===== config.mk =====
export PLATFORM = sky130hd
export DESIGN_NAME = rv_pc_unit
export DESIGN_NICKNAME = d
export VERILOG_FILES = /design/src/common/rv_pkg.sv /design/src/hdl/rv_pc_unit.sv
export SDC_FILE = /design/constraint.sdc
export NUM_CORES = 1
export LEC_CHECK = 0
export BUFFER_PORTS_ARGS = -buffer_cell sky130_fd_sc_hd__buf_4
export CAP_MARGIN = 20
export CELL_PAD_IN_SITES_DETAIL_PLACEMENT = 1
export CELL_PAD_IN_SITES_GLOBAL_PLACEMENT = 1
export CORE_MARGIN = 2
export CORE_UTILIZATION = 32
export CTS_CLUSTER_DIAMETER = 120
export DETAILED_ROUTE_END_ITERATION = 10
export GPL_ROUTABILITY_DRIVEN = 0
export HOLD_SLACK_MARGIN = 0.1
export PLACE_DENSITY = 0.78
export SLEW_MARGIN = 40
export SYNTH_ARGS = -nofsm -noshare
export SYNTH_HDL_FRONTEND = slang
export SYNTH_SLANG_ARGS = --single-unit

===== constraint.sdc =====
create_clock -name i_clk -period 4.1 [get_ports i_clk]
set_input_delay 1.23 -clock i_clk [delete_from_list [all_inputs] [get_ports i_clk]]
set_output_delay 1.23 -clock i_clk [all_outputs]
set_load 0.02 [all_outputs]

===== src/common/rv_pkg.sv =====
// RV64 widths and encodings shared by the core; ALU, branch and memory-op codes keep the legacy 5/3-bit maps
`default_nettype none

package rv_pkg;

  localparam int XLEN = 64;

  localparam logic [XLEN-1:0] RESET_PC = 64'h0000_0000_8000_0000;

  localparam logic [6:0] OPC_LUI     = 7'b0110111;
  localparam logic [6:0] OPC_AUIPC   = 7'b0010111;
  localparam logic [6:0] OPC_JAL     = 7'b1101111;
  localparam logic [6:0] OPC_JALR    = 7'b1100111;
  localparam logic [6:0] OPC_BRANCH  = 7'b1100011;
  localparam logic [6:0] OPC_LOAD    = 7'b0000011;
  localparam logic [6:0] OPC_STORE   = 7'b0100011;
  localparam logic [6:0] OPC_OPIMM   = 7'b0010011;
  localparam logic [6:0] OPC_OPIMM32 = 7'b0011011;
  localparam logic [6:0] OPC_OP      = 7'b0110011;
  localparam logic [6:0] OPC_OP32    = 7'b0111011;
  localparam logic [6:0] OPC_SYSTEM  = 7'b1110011;

  localparam logic [4:0] ALU_ADD     = 5'b00000;
  localparam logic [4:0] ALU_SLL     = 5'b00001;
  localparam logic [4:0] ALU_COPYIMM = 5'b00011;
  localparam logic [4:0] ALU_XOR     = 5'b00100;
  localparam logic [4:0] ALU_SRL     = 5'b00101;
  localparam logic [4:0] ALU_OR      = 5'b00110;
  localparam logic [4:0] ALU_AND     = 5'b00111;
  localparam logic [4:0] ALU_SUB     = 5'b01000;
  localparam logic [4:0] ALU_SLTU    = 5'b01010;
  localparam logic [4:0] ALU_SRA     = 5'b01101;
  localparam logic [4:0] ALU_DIV     = 5'b11011; // signed
  localparam logic [4:0] ALU_MUL     = 5'b11100;
  localparam logic [4:0] ALU_REM     = 5'b11101; // signed

  localparam logic [2:0] BR_NONE = 3'b000;
  localparam logic [2:0] BR_JAL  = 3'b001;
  localparam logic [2:0] BR_JALR = 3'b010;
  localparam logic [2:0] BR_EQ   = 3'b100;
  localparam logic [2:0] BR_NE   = 3'b101;
  localparam logic [2:0] BR_LT   = 3'b110; // also bltu
  localparam logic [2:0] BR_GE   = 3'b111; // also bgeu

  localparam logic [2:0] MOP_SB   = 3'b000;
  localparam logic [2:0] MOP_UB   = 3'b001;
  localparam logic [2:0] MOP_SH   = 3'b010;
  localparam logic [2:0] MOP_UH   = 3'b011;
  localparam logic [2:0] MOP_SW   = 3'b100;
  localparam logic [2:0] MOP_UW   = 3'b101;
  localparam logic [2:0] MOP_SD   = 3'b110;
  localparam logic [2:0] MOP_NONE = 3'b111;

  localparam logic ASRC_RS1 = 1'b0;
  localparam logic ASRC_PC  = 1'b1;

  localparam logic [1:0] BSRC_RS2  = 2'b00;
  localparam logic [1:0] BSRC_IMM  = 2'b01;
  localparam logic [1:0] BSRC_FOUR = 2'b10; // link value pc+4

  typedef struct packed {
    logic [6:0] funct7;
    logic [4:0] rs2;
    logic [4:0] rs1;
    logic [2:0] funct3;
    logic [4:0] rd;
    logic [6:0] opcode;
  } r_fmt_t;

  typedef struct packed {
    logic [11:0] imm11_0;
    logic [4:0]  rs1;
    logic [2:0]  funct3;
    logic [4:0]  rd;
    logic [6:0]  opcode;
  } i_fmt_t;

  typedef struct packed {
    logic [6:0] imm11_5;
    logic [4:0] rs2;
    logic [4:0] rs1;
    logic [2:0] funct3;
    logic [4:0] imm4_0;
    logic [6:0] opcode;
  } s_fmt_t;

  typedef struct packed {
    logic       imm12;
    logic [5:0] imm10_5;
    logic [4:0] rs2;
    logic [4:0] rs1;
    logic [2:0] funct3;
    logic [3:0] imm4_1;
    logic       imm11;
    logic [6:0] opcode;
  } b_fmt_t;

  typedef struct packed {
    logic [19:0] imm31_12;
    logic [4:0]  rd;
    logic [6:0]  opcode;
  } u_fmt_t;

  typedef struct packed {
    logic       imm20;
    logic [9:0] imm10_1;
    logic       imm11;
    logic [7:0] imm19_12;
    logic [4:0] rd;
    logic [6:0] opcode;
  } j_fmt_t;

  typedef union packed {
    logic [31:0] raw;
    r_fmt_t      r;
    i_fmt_t      i;
    s_fmt_t      s;
    b_fmt_t      b;
    u_fmt_t      u;
    j_fmt_t      j;
  } inst_u;

endpackage

`default_nettype wire


===== src/hdl/rv_pc_unit.sv =====
// PC starts at RESET_PC one cycle after reset release and halts until the next reset
`timescale 1ns/1ns
`default_nettype none

module rv_pc_unit
  import rv_pkg::*;
(
  input  logic            i_clk,
  input  logic            i_arst_n,
  input  logic [2:0]      i_branch,
  input  logic            i_br_unsigned,
  input  logic            i_ebreak,
  input  logic            i_illegal,
  input  logic [XLEN-1:0] i_rs1,
  input  logic [XLEN-1:0] i_rs2,
  input  logic [XLEN-1:0] i_imm,
  output logic [XLEN-1:0] o_pc,
  output logic            o_valid,
  output logic            o_halt,
  output logic            o_illegal
);

  logic [XLEN-1:0] pc_q;
  logic [XLEN-1:0] pc_d;
  logic            start_q;
  logic            halt_q;
  logic            ill_q;
  logic            valid;
  logic            eq;
  logic            lt;
  logic            take;

  assign eq = i_rs1 == i_rs2;
  assign lt = i_br_unsigned ? (i_rs1 < i_rs2) : ($signed(i_rs1) < $signed(i_rs2));

  always_comb begin
    case (i_branch)
      BR_JAL:  take = 1'b1;
      BR_EQ:   take = eq;
      BR_NE:   take = !eq;
      BR_LT:   take = lt;
      BR_GE:   take = !lt;
      default: take = 1'b0;
    endcase
  end

  always_comb begin
    if (i_branch == BR_JALR) pc_d = (i_rs1 + i_imm) & ~64'd1;
    else if (take) pc_d = pc_q + i_imm;
    else pc_d = pc_q + 64'd4;
  end

  assign valid = start_q & ~halt_q;

  always_ff @(posedge i_clk or negedge i_arst_n) begin
    if (!i_arst_n) begin
      pc_q    <= RESET_PC;
      start_q <= 1'b0;
      halt_q  <= 1'b0;
      ill_q   <= 1'b0;
    end else begin
      start_q <= 1'b1;
      if (valid) begin
        if (i_ebreak | i_illegal) begin
          halt_q <= 1'b1; // pc holds from here on
          ill_q  <= i_illegal;
        end else begin
          pc_q <= pc_d;
        end
      end
    end
  end

  assign o_pc      = pc_q;
  assign o_valid   = valid;
  assign o_halt    = halt_q;
  assign o_illegal = ill_q;

endmodule

`default_nettype wire


==> run_results.csv, run 1 <==
group,metric,value,unit
route,topRoutingLayerUsed,"met4",
global_route,grt_use_total,0.303,
synthesis,synthAdderAreaFrac,0.175,
global_route,grt_pass1_wl,107000,µm
route,ant_nets,0,
synthesis,synthSimpleGateAreaFrac,0.242,
worst_setup_path,worst_ep_arrival_time,4.39,ns
global_route,grt_max_degree,68,
route,drt_wl_total,73600,µm
synthesis,ys_types,83,
cells_and_area,layout_common_cells,"buf_4, nand2_1, nor2_1, a21oi_1, ha_1",
placement,dp_hpwl,56000,µm
synthesis,syn_avg_cell_area,6.95,µm²
floorplanning,core,0.0428,mm²
worst_setup_path,worstSetupEndpointType,"register",
synthesis,synth.area.top_cells,"ha_1, dfrtp_1, a21oi_1, nand2_1, xnor2_1",
worst_setup_path,worstReg2RegStart,"o_pc[0]",
timing,skew,0.0205,ns
synthesis,syn_nets,2376,
worst_setup_path,required,4.32,ns
clocking,clock-sinks,67,
route,viasPerCell,5.92,
cells_and_area,postLayoutCoreUtil,0.493,
synthesis,syn-instance-count,1984,
worst_setup_path,cp_max_fo,7,
clocking,numCtsBuffers,9,
clocking,h-tree-depth,3,
worst_setup_path,critPathMostFrequentCell,"buf_4",
floorplanning,start_util,0.322,
min_path,hold_path_startpoint,"o_halt",
run,cap_violations,0,
worst_setup_path,r2r_end,"o_pc[48]",
timing,slew_headroom,0.459,
worst_setup_path,crit_path_start_kind,"input port",
worst_setup_path,worstSetupPathType,"in -> reg",
worst_setup_path,max_stage_delay,0.37,ns
synthesis,async_flop_share,1.00,
synthesis,synth_enable_flop_cells,0,
timing,period_minus_slack,4.18,ns
route,drc,0,
timing,setup_viol,10,
synthesis,synthMuxAreaShare,0.00853,
synthesis,synth_top_area_cell,"ha_1",
worst_setup_path,worstPathCellList,"buf_4 -> inv_2 -> ha_4 -> nand4_1 -> nor3_2 -> buf_4 -> and4b_1 -> buf_6 -> a21oi_4 -> o21ai_2 -> mux2_4 -> or3_4 -> nand3_4 -> buf_12 -> buf_16 -> buf_4 -> nand2_1 -> a31oi_1 -> o21ai_1",
min_path,holdCritPathClass,"reg -> reg",
floorplanning,dieArea,0.0448,mm²
clocking,path_clk_slew,0.06,ns
clocking,cts-root-buf,"clkbuf_16",
synthesis,synth_flop_cell,"dfrtp_1",
worst_setup_path,worst-path-buf-inv,7,
power,vdd_drop_max,0.163,mV
worst_setup_path,r2r_setup_slack,0.46,ns
placement,post-place-ws,-0.837,ns
power,leakagePower,0.0102,µW
global_route,antenna_found_initial,3,
floorplanning,rows,76,
timing,rsz0062_at_grt,"true",
placement,placed_area,0.0193,mm²
synthesis,synth_compound_area_frac,0.299,
global_route,grt_overflow,0,
cells_and_area,layout_commonest_cell,"buf_4",
worst_setup_path,path_delay_family,"simple AND/OR/NAND/NOR gates",
route,wl_met3,5400,µm
placement,numPlacedInstances,3132,
timing,finalHoldViolCount,0,
clocking,clock_path_buffers,2,
cells_and_area,fin_cells,3182,
min_path,holdPathEnd,"o_halt",
cells_and_area,final_nets,3022,
synthesis,ys_seq_area_frac,0.122,
worst_setup_path,cpMaxStageDelayCell,"or3_4",
power,power.density,243,mW/mm²
synthesis,synth_top_family_by_area,"compound AO/OA/AOI/OAI gates",
synthesis,synth_warnings,0,
cells_and_area,stdcell_area,0.0211,mm²
timing,fin_ws,-0.0779,ns
clocking,ctsHoldBuffers,0,
route,wl_met2,34900,µm
timing,slew_violations,0,
clocking,clk_latency,0.38,ns
route,vias,18800,
status,outcome,"finished with violations",
route,wl_per_cell,23.1,µm
synthesis,synthesis.area,0.0138,mm²
cells_and_area,syn2layout_area_growth,52.9,%
route,drt-initial-drc-count,1542,
placement,io_buffers,266,
synthesis,synth_xor_area_frac,0.103,
floorplanning,die-height,212,µm
timing,period_share,1.02,
synthesis,synth_top_area_share,0.172,
floorplanning,ios,267,
global_route,grt_pass1_vias,19700,
worst_setup_path,reg2reg_depth,15,
timing,worst_pin_slew,0.809,ns
cells_and_area,final_layout_size_suffix_gt1_frac,0.343,
status,violations,"negative setup slack",
route,wl_met1,29200,µm
timing,max_freq,239,MHz
clocking,tritoncts,"yes",
route,firstDrtPassIters,5,
floorplanning,die_w,212,µm
min_path,holdPathStages,1,
synthesis,ys_seq_elements,67,
==> logic make-up after synthesis <==
| family | Yosys count |
|---|---|
| adders and majority gates | 192 |
| muxes | 11 |
| and+or+nand+nor | 721 |
| buffers and inverters | 180 |
| DFF | 67 |
| AOI/OAI and AO/OA | 650 |
| xor gates and xnor gates | 162 |
| other | 1 |
==> power breakdown <==
group | switching (µW) | internal, µW | total (µW)
combinational | 1870 | 1610 | 3470
sequential | 157 | 729 | 886
clock | 366 | 400 | 766
==> layer usage <==
| layer | vias to the layer above | global-route usage |
|---|---|---|
| met3 | 283 | 0.0487 |
| met2 | 874 | 0.523 |
| met5 | - | 0 |
| met1 | 9152 | 0.368 |
| li1 | 8533 | - |
| met4 | 0 | 0.142 |
==> sequential cells by signal, indices dropped and copies added, names as in the netlist <==
register	count
o_halt	1
o_illegal	1
start_q	1
o_pc	64
==> Yosys cell counts, drive strengths merged, types with 12 or more instances <==
cell	instances
a31oi	47
or3	18
nand2	244
inv	100
dfrtp	66
nor3	47
and3	32
nand2b	16
nor2b	12
a21o	74
buf	18
nand4	47
a211oi	19
nor2	199
xor2	68
o21ai	158
o21a	18
o21bai	15
o211ai	16
ha	190
xnor2	94
nand3	54
a21oi	195
and2	12
clkbuf	62
==> what timing repair did <==
item / in CTS / in global routing
setup endpoints to repair: 64 / 63
hold endpoints to repair: 0 / 0
pin swaps: 40 / 98
cloned: 3 / 6
resized for setup: 79 / 158
setup buffers: 14 / 12
==> final cells by class <==
cell class,count,area [µm²]
antenna,3,7.51
inverter,100,385
tap,546,683
timing repair buffer,714,5680
clock buffer,10,229
clock inverter,4,20.0
multi-input combinational,1738,12400
fill,5376,21700
sequential,67,1680
==> worst max-delay path by stage <==
stage,from,endpoint,slack [ns],cells past startpoint
2_1_floorplan,i_imm[0],o_pc[60],-0.03,13
3_3_place_gp,i_rs1[30],o_pc[27],-0.56,14
3_5_place_dp,i_rs1[31],o_pc[21],-0.84,14
4_1_cts,i_rs2[60],o_pc[23],-0.04,18
5_1_grt,i_rs1[11],o_pc[58],-0.18,15
6_report,i_rs2[52],o_pc[23],-0.08,19
==> through the flow <==
| stage | TNS [ns] | hold slack (ns) | power [µW] |
|---|---|---|---|
| floorplan | -0.0273 | 0.467 | 2480 |
| global placement | -29.76 | 0.475 | 3770 |
| detailed placement | -42.59 | 0.489 | 3910 |
| CTS | -0.112 | 0.502 | 4800 |
| global route | -3.68 | 0.524 | 5370 |
| finish | -0.277 | 0.497 | 5130 |
(Power assumes the default switching activity.)
==> run 2, diff against run 1 <==
--- a/config.mk
+++ b/config.mk
@@ -16,4 +16,5 @@
 export GPL_ROUTABILITY_DRIVEN = 0
 export HOLD_SLACK_MARGIN = 0.1
+export MAX_ROUTING_LAYER = met4
 export PLACE_DENSITY = 0.78
 export SLEW_MARGIN = 40
==> constraint.sdc (replaced) <==
create_clock -name i_clk -period 4.1 [get_ports i_clk]
set_input_delay 0.41 -clock i_clk [delete_from_list [all_inputs] [get_ports i_clk]]
set_output_delay 0.41 -clock i_clk [all_outputs]
set_load 0.02 [all_outputs]
==> run 2 against run 1 <==
  * The run now ends clean
  * Largest cell class unchanged
  * Highest routed layer unchanged
  * Count of clock-buffer cells in the layout rose by 6
  * Die area did not move
  * Via count fell by 13%
  * Critical path depth fell by 5
  * Critical endpoint is now o_pc[60]
  * Final cell count fell by 12%
==> run_results.csv, run 2 (same netlist as run 1, synthesis figures left out) <==
group,metric,value,unit
floorplanning,die-height,212,µm
timing,period_share,0.952,
cells_and_area,final_nets,2653,
route,drt_wl_total,60800,µm
worst_setup_path,r2r_end,"o_pc[60]",
floorplanning,core,0.0428,mm²
clocking,cts-root-buf,"clkbuf_16",
status,outcome,"completed",
global_route,grt_max_degree,68,
worst_setup_path,worstReg2RegStart,"o_pc[0]",
power,pwr-share-seq,0.205,
timing,worst_pin_slew,0.877,ns
global_route,top_usage_layer,"met2",
cells_and_area,n_antenna_cell,0,
power,power.density,249,mW/mm²
route,ant_nets,0,
power,p_int,2250,µW
route,drc,0,
floorplanning,rows,76,
cells_and_area,syn2layout_area_growth,23.9,%
timing,slew_headroom,0.416,
clocking,postCtsSetupRepairBufs,0,
power,vdd_drop_max,0.189,mV
run,cap_violations,0,
worst_setup_path,worst_ep_arrival_time,4.17,ns
cells_and_area,postLayoutCoreUtil,0.399,
global_route,grt_use_total,0.275,
clocking,tritoncts,"yes",
global_route,met2_usage,0.450,
clocking,clock-sinks,67,
power,p_sw_frac,0.470,
global_route,grt.met3_usage,0.0276,
power,combPwrFrac,0.613,
route,drt-initial-drc-count,1163,
timing,skew,0.00843,ns
global_route,antenna_found_initial,0,
clocking,clock_path_buffers,2,
floorplanning,ios,267,
global_route,grt_pass1_vias,17000,
cells_and_area,layout_commonest_cell,"buf_4",
global_route,grt_pass1_wl,94200,µm
placement,post-place-ws,-0.109,ns
placement,dp_hpwl,50700,µm
global_route,use_met1,0.353,
route,vias,16300,
timing,setup_viol,0,
worst_setup_path,cp_max_fo,3,
timing,max_freq,256,MHz
cells_and_area,fillers,5449,
cells_and_area,layout_common_cells,"buf_4, nand2_1, nor2_1, a21oi_1, ha_1",
worst_setup_path,reg2reg_depth,14,
clocking,clk_latency,0.36,ns
timing,period_minus_slack,3.90,ns
worst_setup_path,r2r_setup_slack,0.20,ns
timing,fin_ws,0.198,ns
power,clockPowerShare,0.182,
timing,rsz0062_at_grt,"false",
power,power,4250,µW
worst_setup_path,required,4.37,ns
floorplanning,start_util,0.322,
power,power_switching,2000,µW
clocking,h-tree-depth,3,
route,viasPerCell,5.80,
worst_setup_path,startpoint,"o_pc[0]",
placement,io_buffers,266,
timing,whs,0.0790,ns
cells_and_area,largest_reg_flops,64,
worst_setup_path,crit_path_start_kind,"register",
route,firstDrtPassIters,5,
worst_setup_path,crit_path_end,"o_pc[60]",
route,wl_per_cell,21.6,µm
timing,finalHoldViolCount,0,
worst_setup_path,worstSetupPathType,"reg -> reg",
global_route,grt_overflow,0,
timing,slew_violations,0,
min_path,holdCritPathClass,"in -> async",
worst_setup_path,worstSetupEndpointType,"register",
clocking,path_clk_slew,0.06,ns
cells_and_area,final_layout_size_suffix_gt1_frac,0.174,
clocking,numCtsBuffers,9,
floorplanning,dieArea,0.0448,mm²
floorplanning,die_w,212,µm
power,leakagePower,0.00817,µW
==> run 2: cell types whose count changed in the layout (fill, tap and decap cells not counted), sizes merged <==
cell,delta
diode,-3
and3,-1
buf,-363
clkbuf,+1
clkinv,-4
==> run 2: timing repair <==
item	CTS	global route
endpoints found under the setup margin	0	4
resized for setup	0	3
endpoints found under the hold margin	0	0
hold buffers	0	0
==> run 2: cell type report <==
cell class	instances	area [µm²]	share of cell area
sequential	67	1680	0.0982
clock buffer	16	262	0.0153
timing repair buffer	346	2650	0.155
inverter	100	375	0.0220
multi-input combinational	1737	11400	0.669
tap	546	683	0.0400
==> run 2: power groups by stage <==
stage | clock network, µW | logic, µW | registers, µW
final | 773 | 2610 | 870
after global routing | 797 | 2840 | 883
after CTS | 778 | 2580 | 866
after detailed placement | 0 | 2560 | 878
after global placement | 0 | 2480 | 873
after floorplan | 0 | 1560 | 919
==> run 2: how the worst min path moves through the flow <==
stage                        start  endpoint  slack (ns)  depth (start not counted)
after floorplan           i_arst_n    o_halt        0.11                          0
after global placement     start_q    o_halt        0.48                          2
after detailed placement  i_arst_n  o_pc[28]        0.50                          1
after CTS                 i_arst_n  o_pc[28]        0.12                          1
after global routing      i_arst_n  o_pc[27]        0.14                          1
final                     i_arst_n  o_pc[28]        0.08                          1
==> run 2: metal layers <==
| metal | wire length [µm] | up-vias |
|---|---|---|
| met1 | 27500 | 7927 |
| met4 | 1940 | 0 |
| met2 | 28300 | 487 |
| met5 | 0 | - |
| li1 | - | 7789 |
| met3 | 3090 | 101 |
==> run 2: worst max-delay path, stage by stage, from the launching register on <==
cell      delay [ns]
dfrtp_1         0.43
ha_1            0.23
fa_1            0.41
a21o_1          0.20
a221oi_1        0.26
buf_4           0.18
o21ai_1         0.11
a21oi_1         0.27
o31ai_2         0.16
a41o_1          0.31
a41oi_2         0.29
mux2_2          0.38
nor3_1          0.30
a21oi_1         0.12
o31ai_1         0.18
==> run 2: per-stage QoR <==
| stage | area [µm²] | instances | setup TNS, ns |
|---|---|---|---|
| 6_report | 17100 | 2812 | 0 |
| 5_1_grt | 17100 | 2812 | 0 |
| 4_1_cts | 17100 | 2812 | 0 |
| 3_5_place_dp | 16800 | 2796 | -0.914 |
| 3_3_place_gp | 16800 | 2796 | -0.0311 |
| 2_1_floorplan | 13800 | 1984 | 0 |
